**src/usb_loop_defines.svh**
```systemverilog
`ifndef USB_LOOP_DEFINES_SVH
`define USB_LOOP_DEFINES_SVH

// Loop-back buffer sizing

// Number of entries in the loop-back FIFO
`define USB_LOOP_FIFO_DEPTH 16

// Width of the fill level, wide enough to count 0 to FIFO depth
`define USB_LOOP_LEVEL_BITS 5

// Bulk endpoint packet limits

// Maximum bulk packet length in bytes (512 on the wire, scaled for sim)
`define USB_LOOP_MAX_PACKET 8

// OUT endpoint stays open only while the level is below this
`define USB_LOOP_OUT_LIMIT 12

`endif

```
**src/usb_loop_pkg.sv**
```systemverilog
`include "usb_loop_defines.svh"

package usb_loop_pkg;

  // Single byte of USB payload
  typedef logic [7:0] byte_t;

  // One stream beat as stored in the FIFO
  typedef struct packed {
    logic  last;
    byte_t data;
  } beat_t;

  // FIFO fill level, 0 up to the full depth
  typedef logic [`USB_LOOP_LEVEL_BITS-1:0] level_t;

endpackage

```
**src/bulk_out_ingress.sv**
```systemverilog
`timescale 1ns/1ps
`include "usb_loop_defines.svh"

module bulk_out_ingress (
  input  logic                 clock_i,
  input  logic                 reset_i,

  // Registered OUT endpoint enable from the flow control
  input  logic                 ep_out_ready_i,

  // Host OUT byte stream
  input  logic                 out_valid_i,
  output logic                 out_ready_o,
  input  logic                 out_last_i,
  input  usb_loop_pkg::byte_t  out_data_i,

  // Beat stream towards the FIFO write side
  output logic                 fifo_valid_o,
  input  logic                 fifo_ready_i,
  output usb_loop_pkg::beat_t  fifo_beat_o
);

  // One extra bit so the counter could express MAX_PACKET itself
  localparam int CNT_BITS = $clog2(`USB_LOOP_MAX_PACKET) + 1;

  logic [CNT_BITS-1:0] count_q;
  logic                at_max;
  logic                fire;

  // Byte that fills a maximum-size packet
  assign at_max = (count_q == CNT_BITS'(`USB_LOOP_MAX_PACKET - 1));

  // Pass-through, gated by the endpoint state
  assign fifo_valid_o = out_valid_i && ep_out_ready_i;
  assign out_ready_o  = ep_out_ready_i && fifo_ready_i;
  assign fire         = fifo_valid_o && fifo_ready_i;

  // End flag on the host's last byte or at the size limit
  always_comb begin
    fifo_beat_o.data = out_data_i;
    fifo_beat_o.last = out_last_i || at_max;
  end

  // Position within the packet being split
  always_ff @(posedge clock_i) begin
    if (reset_i) begin
      count_q <= '0;
    end else if (fire) begin
      if (fifo_beat_o.last) begin
        count_q <= '0;
      end else begin
        count_q <= count_q + 1'b1;
      end
    end
  end

  // Split point must always fire before the counter wraps past the limit
  a_count_below_max: assert property (
    @(posedge clock_i) disable iff (reset_i)
    count_q < CNT_BITS'(`USB_LOOP_MAX_PACKET)
  ) else $error("ingress byte counter reached the maximum packet size");

endmodule

```
**src/stream_fifo.sv**
```systemverilog
`timescale 1ns/1ps
`include "usb_loop_defines.svh"

module stream_fifo #(
  parameter type payload_t = logic [8:0]
) (
  input  logic                 clock_i,
  input  logic                 reset_i,

  // Write side
  input  logic                 wr_valid_i,
  output logic                 wr_ready_o,
  input  payload_t             wr_beat_i,

  // Read side
  output logic                 rd_valid_o,
  input  logic                 rd_ready_i,
  output payload_t             rd_beat_o,

  // Number of stored entries
  output usb_loop_pkg::level_t level_o
);

  localparam int DEPTH    = `USB_LOOP_FIFO_DEPTH;
  localparam int PTR_BITS = $clog2(DEPTH);

  payload_t              mem [DEPTH];
  logic [PTR_BITS-1:0]   wr_ptr_q;
  logic [PTR_BITS-1:0]   rd_ptr_q;
  usb_loop_pkg::level_t  level_q;
  logic                  full;
  logic                  empty;
  logic                  wr_fire;
  logic                  rd_fire;

  assign full  = (level_q == usb_loop_pkg::level_t'(DEPTH));
  assign empty = (level_q == '0);

  // A full FIFO still takes a write when a read frees the head slot
  assign wr_ready_o = !full || rd_ready_i;
  assign rd_valid_o = !empty;
  assign rd_beat_o  = mem[rd_ptr_q];
  assign level_o    = level_q;

  assign wr_fire = wr_valid_i && wr_ready_o;
  assign rd_fire = rd_valid_o && rd_ready_i;

  // Storage
  always_ff @(posedge clock_i) begin
    if (wr_fire) begin
      mem[wr_ptr_q] <= wr_beat_i;
    end
  end

  // Pointers wrap at the buffer end
  always_ff @(posedge clock_i) begin
    if (reset_i) begin
      wr_ptr_q <= '0;
      rd_ptr_q <= '0;
    end else begin
      if (wr_fire) begin
        wr_ptr_q <= (wr_ptr_q == PTR_BITS'(DEPTH - 1)) ? '0 : wr_ptr_q + 1'b1;
      end
      if (rd_fire) begin
        rd_ptr_q <= (rd_ptr_q == PTR_BITS'(DEPTH - 1)) ? '0 : rd_ptr_q + 1'b1;
      end
    end
  end

  // Fill level moves on the same edge as the transfers
  always_ff @(posedge clock_i) begin
    if (reset_i) begin
      level_q <= '0;
    end else begin
      case ({wr_fire, rd_fire})
        2'b10:   level_q <= level_q + 1'b1;
        2'b01:   level_q <= level_q - 1'b1;
        default: level_q <= level_q;
      endcase
    end
  end

  // Level never passes the depth
  a_no_write_when_full: assert property (
    @(posedge clock_i) disable iff (reset_i)
    level_q <= usb_loop_pkg::level_t'(DEPTH)
  ) else $error("FIFO level above its depth after a write into a full buffer");

  // An empty buffer stays empty or takes one write
  a_no_read_when_empty: assert property (
    @(posedge clock_i) disable iff (reset_i)
    empty |=> (level_q <= usb_loop_pkg::level_t'(1))
  ) else $error("FIFO level wrapped below zero after a read from an empty buffer");

endmodule

```
**src/endpoint_flow_ctrl.sv**
```systemverilog
`timescale 1ns/1ps
`include "usb_loop_defines.svh"

module endpoint_flow_ctrl (
  input  logic                 clock_i,
  input  logic                 reset_i,
  input  logic                 configured_i,

  // FIFO state and transfer strobes
  input  usb_loop_pkg::level_t level_i,
  input  logic                 wr_fire_i,
  input  logic                 wr_last_i,
  input  logic                 rd_fire_i,
  input  logic                 rd_last_i,

  // Registered endpoint enables
  output logic                 ep_out_ready_o,
  output logic                 ep_in_ready_o
);

  usb_loop_pkg::level_t pkt_cnt_q;
  logic                 pkt_in;
  logic                 pkt_out;
  logic                 ep_out_ready_q;
  logic                 ep_in_ready_q;

  assign pkt_in  = wr_fire_i && wr_last_i;
  assign pkt_out = rd_fire_i && rd_last_i;

  // Packet ends currently held in the FIFO
  always_ff @(posedge clock_i) begin
    if (reset_i) begin
      pkt_cnt_q <= '0;
    end else begin
      case ({pkt_in, pkt_out})
        2'b10:   pkt_cnt_q <= pkt_cnt_q + 1'b1;
        2'b01:   pkt_cnt_q <= pkt_cnt_q - 1'b1;
        default: pkt_cnt_q <= pkt_cnt_q;
      endcase
    end
  end

  // IN opens on a whole stored packet, short ones included
  always_ff @(posedge clock_i) begin
    if (reset_i) begin
      ep_out_ready_q <= 1'b0;
      ep_in_ready_q  <= 1'b0;
    end else begin
      ep_out_ready_q <= configured_i &&
                        (level_i < usb_loop_pkg::level_t'(`USB_LOOP_OUT_LIMIT));
      ep_in_ready_q  <= configured_i &&
                        ((pkt_cnt_q != '0) ||
                         (level_i >= usb_loop_pkg::level_t'(`USB_LOOP_MAX_PACKET)));
    end
  end

  assign ep_out_ready_o = ep_out_ready_q;
  assign ep_in_ready_o  = ep_in_ready_q;

  // Each stored packet end occupies one FIFO entry
  a_pkt_cnt_le_level: assert property (
    @(posedge clock_i) disable iff (reset_i)
    pkt_cnt_q <= level_i
  ) else $error("stored packet count exceeds FIFO level");

endmodule

```
**src/bulk_in_egress.sv**
```systemverilog
`timescale 1ns/1ps

module bulk_in_egress (
  input  logic                 clock_i,
  input  logic                 reset_i,

  // Registered IN endpoint enable from the flow control
  input  logic                 ep_in_ready_i,

  // Beat stream from the FIFO read side
  input  logic                 fifo_valid_i,
  output logic                 fifo_ready_o,
  input  usb_loop_pkg::beat_t  fifo_beat_i,

  // Host IN byte stream
  output logic                 in_valid_o,
  input  logic                 in_ready_i,
  output logic                 in_last_o,
  output usb_loop_pkg::byte_t  in_data_o
);

  logic in_pkt_q;
  logic open;
  logic fire;

  // Once a packet is under way it runs to its last byte
  assign open = in_pkt_q || ep_in_ready_i;

  assign in_valid_o   = fifo_valid_i && open;
  assign fifo_ready_o = in_ready_i && open;
  assign in_last_o    = fifo_beat_i.last;
  assign in_data_o    = fifo_beat_i.data;

  assign fire = in_valid_o && in_ready_i;

  // In-packet flag, set as soon as a byte is shown so valid holds until it transfers
  always_ff @(posedge clock_i) begin
    if (reset_i) begin
      in_pkt_q <= 1'b0;
    end else if (fire) begin
      in_pkt_q <= !fifo_beat_i.last;
    end else if (in_valid_o) begin
      in_pkt_q <= 1'b1;
    end
  end

  // FIFO head holds still until it is read
  a_in_data_stable: assert property (
    @(posedge clock_i) disable iff (reset_i)
    (in_valid_o && !in_ready_i) |=>
      (in_valid_o && $stable(in_data_o) && $stable(in_last_o))
  ) else $error("IN beat dropped or changed while waiting for the host");

endmodule

```
**src/usb_bulk_loopback.sv**
```systemverilog
`timescale 1ns/1ps

module usb_bulk_loopback (
  input  logic                clock_i,
  input  logic                reset_i,

  // Device state from the USB core
  input  logic                configured_i,

  // Host OUT stream (bulk endpoint 1)
  input  logic                host_out_valid_i,
  output logic                host_out_ready_o,
  input  logic                host_out_last_i,
  input  usb_loop_pkg::byte_t host_out_data_i,

  // Host IN stream (bulk endpoint 1)
  output logic                host_in_valid_o,
  input  logic                host_in_ready_i,
  output logic                host_in_last_o,
  output usb_loop_pkg::byte_t host_in_data_o
);

  // FIFO write side
  logic                 wr_valid;
  logic                 wr_ready;
  usb_loop_pkg::beat_t  wr_beat;

  // FIFO read side
  logic                 rd_valid;
  logic                 rd_ready;
  usb_loop_pkg::beat_t  rd_beat;

  // Flow control
  usb_loop_pkg::level_t level;
  logic                 ep_out_ready;
  logic                 ep_in_ready;

  bulk_out_ingress u_ingress (
    .clock_i       (clock_i),
    .reset_i       (reset_i),
    .ep_out_ready_i(ep_out_ready),
    .out_valid_i   (host_out_valid_i),
    .out_ready_o   (host_out_ready_o),
    .out_last_i    (host_out_last_i),
    .out_data_i    (host_out_data_i),
    .fifo_valid_o  (wr_valid),
    .fifo_ready_i  (wr_ready),
    .fifo_beat_o   (wr_beat)
  );

  stream_fifo #(
    .payload_t(usb_loop_pkg::beat_t)
  ) u_fifo (
    .clock_i   (clock_i),
    .reset_i   (reset_i),
    .wr_valid_i(wr_valid),
    .wr_ready_o(wr_ready),
    .wr_beat_i (wr_beat),
    .rd_valid_o(rd_valid),
    .rd_ready_i(rd_ready),
    .rd_beat_o (rd_beat),
    .level_o   (level)
  );

  endpoint_flow_ctrl u_flow (
    .clock_i       (clock_i),
    .reset_i       (reset_i),
    .configured_i  (configured_i),
    .level_i       (level),
    .wr_fire_i     (wr_valid && wr_ready),
    .wr_last_i     (wr_beat.last),
    .rd_fire_i     (rd_valid && rd_ready),
    .rd_last_i     (rd_beat.last),
    .ep_out_ready_o(ep_out_ready),
    .ep_in_ready_o (ep_in_ready)
  );

  bulk_in_egress u_egress (
    .clock_i      (clock_i),
    .reset_i      (reset_i),
    .ep_in_ready_i(ep_in_ready),
    .fifo_valid_i (rd_valid),
    .fifo_ready_o (rd_ready),
    .fifo_beat_i  (rd_beat),
    .in_valid_o   (host_in_valid_o),
    .in_ready_i   (host_in_ready_i),
    .in_last_o    (host_in_last_o),
    .in_data_o    (host_in_data_o)
  );

endmodule

```
**config.mk**
```make
export PLATFORM = sky130hd
export DESIGN_NAME = usb_bulk_loopback
export DESIGN_NICKNAME = d
export VERILOG_FILES = /design/src/usb_loop_pkg.sv /design/src/bulk_out_ingress.sv /design/src/stream_fifo.sv /design/src/endpoint_flow_ctrl.sv /design/src/bulk_in_egress.sv /design/src/usb_bulk_loopback.sv
export VERILOG_INCLUDE_DIRS = /design/src
export SDC_FILE = /design/constraint.sdc
export NUM_CORES = 1
export LEC_CHECK = 0
export BUFFER_PORTS_ARGS = -buffer_cell sky130_fd_sc_hd__buf_4
export CAP_MARGIN = 20
export CORE_MARGIN = 4
export CORE_UTILIZATION = 48
export CTS_BUF_LIST = sky130_fd_sc_hd__clkbuf_4 sky130_fd_sc_hd__clkbuf_8
export CTS_CLUSTER_SIZE = 14
export DETAILED_ROUTE_END_ITERATION = 16
export PLACE_DENSITY = 0.67
export SETUP_SLACK_MARGIN = 0.2
export SLEW_MARGIN = 15
export SYNTH_ARGS = -nofsm -noshare
export SYNTH_HDL_FRONTEND = slang
export SYNTH_HIERARCHICAL = 1
export SYNTH_SLANG_ARGS = --single-unit
```
**constraint.sdc**
```tcl
create_clock -name clock_i -period 6.45 [get_ports clock_i]
set_input_delay 1.6125 -clock clock_i [delete_from_list [all_inputs] [get_ports clock_i]]
set_output_delay 1.6125 -clock clock_i [all_outputs]
set_load 0.03 [all_outputs]
```
**Yosys cells after proc, flatten, opt, wreduce, memory -nomap -nowiden**

Memory sizes are Yosys's and may differ from the RTL's. A register that Yosys moved wholly into a read port is not among the register bits.
Index checks and enable logic that the tools add are counted.

- Bits in registers: 25
- RAM bits: 144
- Bits of input ports: 14
- Output and inout bits: 11
- Word-level logic and storage cells: 60
- Memories kept: 1

- Add/subtract/negate cells: 7
- Order comparisons: 2
- Equal/unequal tests: 8
- Multiplexer cells: 11
- Reduce and logical (&&, ||, !) cells: 23

Memories:

| name | depth | width | rd ports | clocked after memory_dff | wr ports | RTL line | text |
|---|---|---|---|---|---|---|---|
| u_fifo.mem | 16 | 9 | 1 | 1 | 1 | stream_fifo.sv:27 | `payload_t mem [DEPTH];` |

Operators by type and width:

| cell | count |
|---|---|
| two-way mux 4 bit | 5 |
| one-hot mux 5 bit (2 select lines) | 2 |
| adder 4 x 1 -> 4 bit (second input constant) | 3 |
| logical AND 1 bit | 11 |
| adder 5 x 1 -> 5 bit (second input constant) | 2 |
| subtractor 5 x 1 -> 5 bit (second input constant) | 2 |
| == test 4 bit (second input constant) | 2 |
| nonzero test 2 bit | 3 |
| == test 5 bit (second input constant) | 1 |
| >= comparator 5 x 4 -> 1 bit (second input constant) | 1 |
| zero test 5 bit | 1 |
| less-than comparator 5 x 4 -> 1 bit (second input constant) | 1 |
| nonzero test 5 bit | 1 |
| == test 2 x 1 -> 1 bit (second input constant) | 2 |
| == test 2 bit (second input constant) | 2 |
| == test 4 x 3 -> 1 bit (second input constant) | 1 |
| logical OR 1 bit | 4 |
| two-way mux 1 bit | 4 |
| zero test 1 bit | 3 |

**Logic depth before layout (Yosys ltp)**

Gate-level depths: netlist (run 1).

- Depth after elaboration: 7
- Mapped depth: 14
- Gate-level depth less buffers: 12

**Modules after synthesis**

The synthesis (run 1) kept the hierarchy.

By module, submodules not included:

| module | instances | cells each | area an instance (um^2) | seq. area each (um^2) |
|---|---|---|---|---|
| stream_fifo | 1 | 345 | 6441.2 | 4664.5 |
| endpoint_flow_ctrl | 1 | 57 | 498.0 | 140.1 |
| bulk_out_ingress | 1 | 34 | 295.3 | 80.1 |
| bulk_in_egress | 1 | 14 | 116.4 | 20.0 |
| usb_bulk_loopback | 1 | 2 | 12.5 | 0.0 |

**Worst setup path after synthesis (run 1)**

OpenSTA, ideal clock, no wires.

- Path type: input to output
- From: in host_in_ready_i
- To: out host_out_ready_o
- Arrival: 2.465 ns
- Required time: 4.838 ns
- Slack: 2.373 ns
- Cell stages on the path: 4
- Buffers on the path: 0
- Cells stage by stage: o21a_1 -> nand2b_1 -> or2_2 -> and2_2

- Word-level cells in the longest chain between the ends: 3

Ends and longest elaborated chain:

| element | RTL line | text |
|---|---|---|
| start: declaration | usb_bulk_loopback.sv:18 | `input logic host_in_ready_i,` |
| logical AND 1 bit | bulk_in_egress.sv:30 | `assign fifo_ready_o = in_ready_i && open;` |
| logical OR 1 bit | stream_fifo.sv:40 | `assign wr_ready_o = !full \|\| rd_ready_i;` |
| net wr_ready | usb_bulk_loopback.sv:25 | `logic wr_ready;` |
| logical AND 1 bit | bulk_out_ingress.sv:35 | `assign out_ready_o = ep_out_ready_i && fifo_ready_i;` |
| end: declaration | usb_bulk_loopback.sv:12 | `output logic host_out_ready_o,` |

The timed path passes the listed nets, and every way through them passes these cells.

**Worst setup path after layout (run 1)**

- From: in host_in_ready_i
- To: out host_out_ready_o

- Word-level cells in the longest chain between the ends: 3

Ends and longest elaborated chain:

| element | RTL line | text |
|---|---|---|
| logical AND 1 bit | bulk_in_egress.sv:30 |  |
| net rd_ready | usb_bulk_loopback.sv:30 | `logic rd_ready;` |
| logical OR 1 bit | stream_fifo.sv:40 |  |
| net wr_ready | usb_bulk_loopback.sv:25 |  |
| logical AND 1 bit | bulk_out_ingress.sv:35 |  |

The timed path passes the listed nets, and every way through them passes these cells.

==> results.py, run 1 <==
metrics = {
    "min_path": {
        "min_path_type": "register to register",
        "hold_start": "u_ingress/count_q[1]$_SDFFE_PP0P_",
        "hold_path_depth": 2,
    },
    "layout": {
        "finalNetCount": 487,
        "final_cell_area_um2": 8041,
        "antennaDiodeCount": 0,
        "regArea_um2": 4906,
        "synthToLayoutAreaGrowth_pct": 9.210,
        "layout_common_cells": "edfxtp_1 (144), mux4_2 (36), dfxtp_1 (28)",
        "drive_above_1_share_pct": 24.10,
        "final_common_cell": "edfxtp_1",
        "fin_cells": 661,
        "multi_input_area_um2": 2251,
        "n_fill_cell": 1209,
    },
    "timing": {
        "clock_skew_ns": 0.01161,
        "tightestPinTransition_ns": 1.043,
        "whs_ns": 0.4969,
        "hold_viol_final": 0,
        "min_period_over_period_pct": 67.86,
        "fmax_mhz": 228.5,
        "drv_slew": 0,
        "setup_tns_ns": 0,
        "rsz0062_at_grt": "no",
        "relSlewSlack_pct": 30.32,
        "setup_viol": 0,
        "fin_crit_ns": 4.377,
    },
    "die": {
        "dieArea_um2": 17390,
        "ioPinCount": 25,
        "die_h_um": 131.9,
        "coreArea_um2": 15090,
        "rows": 45,
        "die_w_um": 131.9,
        "initial_utilization_pct": 48.80,
    },
    "yosys": {
        "synth_edf_count": 144,
        "ys_types": 58,
        "synth_area_um2": 7363,
        "synthCells": 452,
        "ys_ff_latch": 173,
        "synth.top_cells.by_area": "edfxtp_1 (59%), mux4_2 (11%), dfxtp_1 (7.9%)",
        "async_flop_share_pct": 0,
        "syn_nets": 479,
        "yosysWarnings": 6,
        "seq_area_frac_synth_pct": 66.61,
        "synth_flop_cell": "edfxtp_1",
        "syn_avg_cell_area_um2": 16.29,
        "yosys.area.top_type": "edfxtp_1",
        "synth_top_area_share_pct": 58.73,
    },
    "clock_network": {
        "clk-insertion-delay-late_ns": 0.45,
        "cts_resized": 0,
        "cts-buffers-inserted": 17,
        "cts_tree": "yes",
        "cts_hold_buf": 0,
        "clock-root-buffer": "clkbuf_8",
        "h-tree-depth": 4,
        "clk_pin_slew_ns": 0.09,
        "cts_buffer_depth": 2,
        "postCtsSetupRepairBufs": 0,
        "cts.sinks": 173,
    },
    "route": {
        "via_count": 3956,
        "firstDrtPassIters": 4,
        "drt-initial-drc-count": 389,
        "avgRoutedWirePerCell_um": 21.57,
        "routed_via_density": 5.985,
        "drc": 0,
        "ant_nets": 0,
        "routed_wl_um": 14260,
    },
    "placement": {
        "place_congestion": 0.7823,
        "post_dp_cell_area_um2": 7615,
        "port_buffers": 24,
        "hpwl_um": 8669,
        "dpl.cell_count": 627,
    },
    "setup_path": {
        "critical_path.max_stage_delay_ns": 0.33,
        "end_kind": "primary output",
        "crit_family": "simple AND/OR/NAND/NOR gates",
        "critical_path_arrival_ns": 2.76,
        "startpoint": "host_in_ready_i",
        "critPathLaunchType": "input pin",
        "reg2reg_depth": 12,
        "crit_top_cell": "buf_4",
        "path_buf_inv": 2,
        "crit_cells": 6,
        "slowest_stage": "or2_2",
        "critPathRequiredTime_ns": 4.84,
        "critPathKind": "input pin to primary output",
        "crit_chain": "buf_4 > o21a_1 > nand2b_1 > or2_2 > and2_2 > buf_4",
        "cp_max_fo": 4,
    },
    "job": {
        "cap_violations": 0,
    },
    "pwr": {
        "leakage_nw": 2.638,
        "p_per_area_nw_per_um2": 277.5,
        "vdd_ir_drop_max_v": 0.0001472,
        "fin_total_pwr_mw": 2.232,
    },
    "global_routing": {
        "grt_max_degree": 37,
        "grt_pass1_vias": 4053,
        "grt-ovfl-total": 0,
        "grt_usage_pct": 17.07,
        "grt_pass1_wl_um": 22330,
        "antenna_found_initial": 0,
    },
    "status": {
        "status": "finished, final reports clean",
    },
}
## cell usage after synthesis, types with 2 or more instances
cell,number
buf_1,2
clkbuf_1,11
or3_1,3
and2_2,2
nor3b_1,2
or4b_1,3
nand2b_1,7
a31oi_1,4
o21a_1,2
mux4_2,36
buf_4,17
nor4b_1,6
ha_1,13
and3_1,9
o21ai_0,6
mux2i_1,4
inv_1,5
xor2_1,8
buf_6,3
a32oi_1,3
and2_1,8
a21oi_1,16
nand3_1,5
or2_2,2
nor2_1,17
nand4b_1,2
a22oi_1,18
o211ai_1,2
nand4_1,2
nand2_1,20
a21o_1,3
dfxtp_1,29
edfxtp_1,144
buf_2,6
nor2b_1,5
nand3b_1,5
## flip-flops by register name, summed over array words and instances (netlist names), named ones only
signal                 flops
u_flow/ep_in_ready_o       1
u_fifo/rd_ptr_q            4
u_flow/ep_out_ready_o      1
u_egress/in_pkt_q          1
u_ingress/count_q          4
u_flow/pkt_cnt_q           5
u_fifo/wr_ptr_q            4
u_fifo/level_o             5
u_fifo/mem               144
## worst paths after layout
kind	end	slack [ns]
worst min register to register	u_ingress/count_q[1]$_SDFFE_PP0P_	0.50
worst max register to register	u_flow/pkt_cnt_q[4]$_SDFFE_PP0P_	2.72
worst min-delay path	u_ingress/count_q[1]$_SDFFE_PP0P_	0.50
worst max-delay path	host_out_ready_o	2.07
## layer usage
metal | track usage [%] | vias to the layer above | wire length, um
met5 | 0 | - | 0
met1 | 22.33 | 2034 | 6055
li1 | - | 1795 | -
met3 | 4.160 | 17 | 782
met2 | 27.79 | 110 | 7135
met4 | 6.651 | 0 | 285
## metrics by stage
| stage | worst slack [ns] | utilization [%] |
|---|---|---|
| after CTS | 1.788 | 53.03 |
| after global routing | 2.041 | 53.29 |
| after detailed placement | 2.059 | 50.46 |
| after global placement | 2.120 | 50.46 |
| final | 2.073 | 53.29 |
| after floorplan | 2.373 | - |
## layout make-up
class | instances | area share [%]
clock buffers | 17 | 2.910
multi-input cells | 234 | 27.99
flip-flops and latches | 173 | 61.01
repair buffers | 28 | 2.910
inverters | 6 | 0.3423
well taps | 188 | 2.925
clock inverters | 15 | 1.914
## worst min-delay path: stages (launching register included)
cell,delay [ns]
dfxtp_1,0.34
nand2_1,0.06
a21oi_1,0.05
## report_power, final
part	internal (mW)	leakage (nW)	switching, mW
Clock	0.318	0.188	0.410
Combinational	0.119	0.921	0.132
Sequential	1.22	1.53	0.0293
## kinds of logic (layout without fill, tap and decap cells)
kind of cell	after synthesis	count (layout)	synth area share [%]
AOI/OAI and AO/OA	65	65	6.168
xor gates and xnor gates	9	9	1.071
adders and majority gates	13	13	2.209
buffers and inverters	45	66	3.636
DFF	173	173	66.61
muxes	42	42	11.86
and+or+nand+nor	105	105	8.445
No activity file was read; power rests on OpenSTA's default activity.
==> run 2: changes to the inputs <==
==> constraint.sdc (replaced) <==
create_clock -name clock_i -period 4.19 [get_ports clock_i]
set_input_delay 1.0475 -clock clock_i [delete_from_list [all_inputs] [get_ports clock_i]]
set_output_delay 1.0475 -clock clock_i [all_outputs]
set_load 0.03 [all_outputs]
==> results.py, run 2 (synthesis gave the netlist of run 1 again) <==
metrics = {
    "status": {
        "status": "finished, final reports clean",
    },
    "layout": {
        "final_cell_area_um2": 8054,
        "drive_above_1_share_pct": 24.38,
        "top_register": "u_fifo/mem",
        "finalNetCount": 494,
        "fin_cells": 668,
        "layout_common_cells": "edfxtp_1 (144), mux4_2 (36), buf_4 (35)",
        "final_common_cell": "edfxtp_1",
        "antennaDiodeCount": 0,
        "largest_register_ffs": 144,
        "synthToLayoutAreaGrowth_pct": 9.380,
    },
    "min_path": {
        "min_path_type": "register to register",
        "hold_start": "u_ingress/count_q[1]$_SDFFE_PP0P_",
    },
    "global_routing": {
        "grt-ovfl-total": 0,
        "grt_pass1_vias": 3959,
        "grt_usage_pct": 17.16,
        "grt_max_degree": 33,
        "antenna_found_initial": 0,
        "grt_pass1_wl_um": 22550,
    },
    "timing": {
        "tightestPinTransition_ns": 0.7567,
        "clock_skew_ns": 0.007180,
        "fin_crit_ns": 3.487,
        "drv_slew": 0,
        "min_period_over_period_pct": 83.23,
        "setup_tns_ns": 0,
        "fmax_mhz": 286.8,
        "hold_viol_final": 0,
        "rsz0062_at_grt": "no",
        "setup_viol": 0,
        "relSlewSlack_pct": 49.56,
    },
    "route": {
        "drc": 0,
        "avgRoutedWirePerCell_um": 21.30,
        "via_count": 3942,
        "routed_wl_um": 14230,
        "routed_via_density": 5.901,
        "firstDrtPassIters": 4,
        "drt-initial-drc-count": 338,
        "ant_nets": 0,
    },
    "setup_path": {
        "critPathRequiredTime_ns": 3.14,
        "critPathKind": "register to primary output",
        "critical_path_arrival_ns": 2.44,
        "critPathLaunchType": "register",
        "cp_max_fo": 20,
        "end_kind": "primary output",
        "r2r-start": "u_fifo/level_o[2]$_SDFFE_PP0P_",
    },
    "pwr": {
        "vdd_ir_drop_max_v": 0.0002590,
        "p_switching_uw": 836.6,
        "p_sw_share_pct": 23.95,
        "leakage_nw": 2.668,
        "cellInternalPower_mw": 2.656,
        "p_comb_share_pct": 11.0,
        "seqPwrFrac_pct": 54.9,
        "clkPwrFrac_pct": 34.1,
        "p_per_area_nw_per_um2": 433.7,
    },
    "die": {
        "rows": 45,
        "die_h_um": 131.9,
        "dieArea_um2": 17390,
        "coreArea_um2": 15090,
        "ioPinCount": 25,
        "die_w_um": 131.9,
        "initial_utilization_pct": 48.80,
    },
    "clock_network": {
        "h-tree-depth": 4,
        "cts_resized": 0,
        "clock-root-buffer": "clkbuf_8",
        "cts_buffer_depth": 2,
        "cts-buffers-inserted": 17,
        "postCtsSetupRepairBufs": 0,
        "cts_hold_buf": 0,
        "clk_pin_slew_ns": 0.08,
        "cts.sinks": 173,
        "clk-insertion-delay-late_ns": 0.45,
        "cts_tree": "yes",
    },
    "placement": {
        "place_congestion": 0.8280,
        "port_buffers": 24,
        "dpl.cell_count": 636,
        "post_dp_cell_area_um2": 7647,
        "hpwl_um": 8720,
    },
    "job": {
        "cap_violations": 0,
    },
}
## run 2: changes by cell type in the layout (fill, tap and decap cells not counted)
| cell | previous run | this run |
|---|---|---|
| buf_4 | 26 | 35 |
| clkinv_1 | 0 | 4 |
| clkinv_4 | 5 | 1 |
| nor4b_2 | 0 | 4 |
| nor4b_4 | 4 | 0 |
| bufinv_16 | 1 | 3 |
| inv_6 | 5 | 3 |
| buf_16 | 1 | 0 |
| buf_6 | 1 | 0 |
| clkbuf_4 | 0 | 1 |
| inv_8 | 2 | 1 |
## run 2: final cells by class
type | instances | area, um^2
Inverter | 6 | 27.53
Sequential cell | 173 | 4906
Timing Repair Buffer | 35 | 262.8
Fill cell | 1225 | 7036
Clock buffer | 18 | 241.5
Multi-Input combinational cell | 234 | 2216
Clock inverter | 14 | 165.2
Tap cell | 188 | 235.2
## run 2: worst max-delay path, stage by stage (launching register included)
cell	delay, ns
dfxtp_2	0.44
buf_4	0.40
mux4_2	0.56
a22oi_1	0.26
nand2_1	0.13
buf_4	0.19
## run 2: routing by layer
metal | routed length (um) | vias to the layer above | track usage (%)
li1 | - | 1804 | -
met5 | 0 | - | 0
met4 | 240 | 0 | 5.484
met3 | 583 | 17 | 4.122
met2 | 6932 | 111 | 26.99
met1 | 6473 | 2010 | 23.90
## run 2: final timing paths
path,to,slack (ns),depth (start not counted)
worst min register to register,u_ingress/count_q[1]$_SDFFE_PP0P_,0.50,2
worst max register to register,u_flow/pkt_cnt_q[4]$_SDFFE_PP0P_,0.92,11
worst max-delay path,host_in_data_o[4],0.70,5
worst min-delay path,u_ingress/count_q[1]$_SDFFE_PP0P_,0.50,2
## run 2: through the flow
step | util (%) | worst slack, ns | power [mW] | hold WS, ns
6_report | 53.37 | 0.7026 | 3.493 | 0.4957
3_3_place_gp | 50.68 | 0.5076 | 2.334 | 0.4781
4_1_cts | 53.37 | 0.6052 | 3.528 | 0.5010
5_1_grt | 53.37 | 0.4899 | 3.651 | 0.5306
3_5_place_dp | 50.68 | 0.4279 | 2.347 | 0.4883
2_1_floorplan | - | 0.8243 | 2.267 | 0.4393
## run 2: power by group through the flow
stage	Sequential, mW	Combinational [mW]	Clock (mW)
final	1.92	0.384	1.19
after global routing	1.93	0.424	1.30
after CTS	1.92	0.389	1.22
after detailed placement	1.96	0.387	0
after global placement	1.96	0.377	0
after floorplan	1.94	0.323	0
==> run 3: changes to the inputs <==
--- a/config.mk
+++ b/config.mk
@@ -13,7 +13,7 @@
 export CTS_BUF_LIST = sky130_fd_sc_hd__clkbuf_4 sky130_fd_sc_hd__clkbuf_8
 export CTS_CLUSTER_SIZE = 14
 export DETAILED_ROUTE_END_ITERATION = 16
-export PLACE_DENSITY = 0.67
+export PLACE_DENSITY = 0.7
 export SETUP_SLACK_MARGIN = 0.2
 export SLEW_MARGIN = 15
 export SYNTH_ARGS = -nofsm -noshare
==> constraint.sdc (replaced) <==
create_clock -name clock_i -period 2.95 [get_ports clock_i]
set_input_delay 0.7375 -clock clock_i [delete_from_list [all_inputs] [get_ports clock_i]]
set_output_delay 0.7375 -clock clock_i [all_outputs]
set_load 0.03 [all_outputs]
==> results.py, run 3 (synthesis gave the netlist of run 1 again) <==
metrics = {
    "global_routing": {
        "grt_max_degree": 33,
        "grt-ovfl-total": 0,
        "grt_usage_pct": 18.41,
        "top_usage_layer": "met2",
        "grt_pass1_vias": 4281,
        "grtUsageMet1_pct": 23.09,
        "antenna_found_initial": 0,
        "met3_usage_pct": 4.618,
        "grt.met2_usage_pct": 31.12,
        "grt_pass1_wl_um": 24140,
    },
    "route": {
        "drc": 0,
        "via_count": 4147,
        "drt-initial-drc-count": 285,
        "avgRoutedWirePerCell_um": 21.58,
        "routed_via_density": 5.824,
        "routed_wl_um": 15360,
        "ant_nets": 0,
        "firstDrtPassIters": 5,
    },
    "layout": {
        "top_register": "u_fifo/mem",
        "layout_common_cells": "edfxtp_1 (144), buf_4 (60), mux4_2 (36)",
        "regArea_um2": 4910,
        "multi_input_area_um2": 2421,
        "final_cell_area_um2": 8708,
        "largest_register_ffs": 144,
        "n_fill_cell": 1151,
        "drive_above_1_share_pct": 37.40,
        "finalNetCount": 539,
        "antennaDiodeCount": 0,
        "final_common_cell": "edfxtp_1",
        "synthToLayoutAreaGrowth_pct": 18.27,
        "fin_cells": 712,
    },
    "setup_path": {
        "end_kind": "primary output",
        "critical_path_arrival_ns": 2.17,
        "crit_family": "buffers and inverters",
        "path_buf_inv": 3,
        "crit_top_cell": "buf_4",
        "crit_chain": "buf_12 > buf_4 > mux4_2 > a22oi_2 > nand2_1 > buf_4",
        "critical_path.max_stage_delay_ns": 0.50,
        "critPathLaunchType": "register",
        "cp_max_fo": 15,
        "critPathRequiredTime_ns": 2.21,
        "critPathKind": "register to primary output",
        "slowest_stage": "mux4_2",
    },
    "placement": {
        "dp_slack_ns": -0.05572,
        "hpwl_um": 9452,
        "port_buffers": 24,
        "dpl.cell_count": 668,
        "post_dp_cell_area_um2": 7934,
        "place_congestion": 0.7942,
    },
    "die": {
        "ioPinCount": 25,
        "die_w_um": 131.9,
        "initial_utilization_pct": 48.80,
        "die_h_um": 131.9,
        "rows": 45,
        "dieArea_um2": 17390,
        "coreArea_um2": 15090,
    },
    "timing": {
        "drv_slew": 0,
        "whs_ns": 0.4932,
        "fmax_mhz": 343.5,
        "hold_viol_final": 0,
        "setup_viol": 0,
        "rsz0062_at_grt": "yes",
        "clock_skew_ns": 0.01187,
        "min_period_over_period_pct": 98.69,
        "tightestPinTransition_ns": 0.6373,
        "fin_crit_ns": 2.911,
        "relSlewSlack_pct": 57.46,
        "finalWorstSetupSlack_ns": 0.03860,
    },
    "clock_network": {
        "cts_hold_buf": 0,
        "clock-root-buffer": "clkbuf_8",
        "cts_tree": "yes",
        "h-tree-depth": 4,
        "clk-insertion-delay-late_ns": 0.45,
        "clk_pin_slew_ns": 0.09,
        "cts.sinks": 173,
        "cts_buffer_depth": 2,
        "cts-buffers-inserted": 17,
    },
    "min_path": {
        "min_path_type": "input pin to register",
        "hold_start": "host_in_ready_i",
    },
    "pwr": {
        "vdd_ir_drop_max_v": 0.0002797,
        "p_per_area_nw_per_um2": 587.3,
        "fin_total_pwr_mw": 5.114,
        "leakage_nw": 2.940,
    },
    "status": {
        "status": "finished, final reports clean",
    },
    "job": {
        "cap_violations": 0,
    },
}
[run 3: cell types whose count changed in the layout (fill, tap and decap cells not counted), sizes merged]
cell,change
buf,+45
inv,-3
clkinv,+2
bufinv,-1
clkbuf,+1
[run 3: final cells by class]
class / count / area share, %
multi-input cells: 234 / 27.80
flip-flops and latches: 173 / 56.38
clock inverters: 12 / 1.408
clock buffers: 19 / 2.859
repair buffers: 80 / 8.534
well taps: 188 / 2.701
inverters: 6 / 0.3161
[run 3: worst paths after layout]
kind	depth (start not counted)	slack, ns	to
worst max-delay path	6	0.04	host_in_data_o[4]
worst min-delay path	2	0.49	u_egress/in_pkt_q$_SDFFE_PP0P_
worst max register to register	11	0.05	u_flow/pkt_cnt_q[4]$_SDFFE_PP0P_
worst min register to register	2	0.51	u_ingress/count_q[1]$_SDFFE_PP0P_
[run 3: per-layer routing]
| layer | vias to the layer above | part of all wire (%) | routed length (um) |
|---|---|---|---|
| li1 | 1897 | - | - |
| met1 | 2117 | 42 | 6439 |
| met2 | 112 | 51 | 7841 |
| met3 | 21 | 5.1 | 788 |
| met4 | 0 | 1.9 | 295 |
| met5 | - | 0 | 0 |
[run 3: power by group]
group	internal (mW)	total (mW)	switching (mW)
combinational	0.444	0.826	0.382
sequential	2.67	2.73	0.0561
clock	0.757	1.56	0.799
[run 3: what timing repair did]
item | CTS | global route
setup endpoints to repair | 14 | 15
gates resized for setup | 29 | 26
setup buffers | 1 | 10
cloned | 2 | 0
pin swaps | 8 | 12
[run 3: per-stage QoR]
stage	TNS, ns	util, %
detailed placement	-0.05572	52.58
global route	-0.4191	57.71
finish	0	57.71
global placement	0	52.58
CTS	0	56.29
floorplan	-0.05562	-
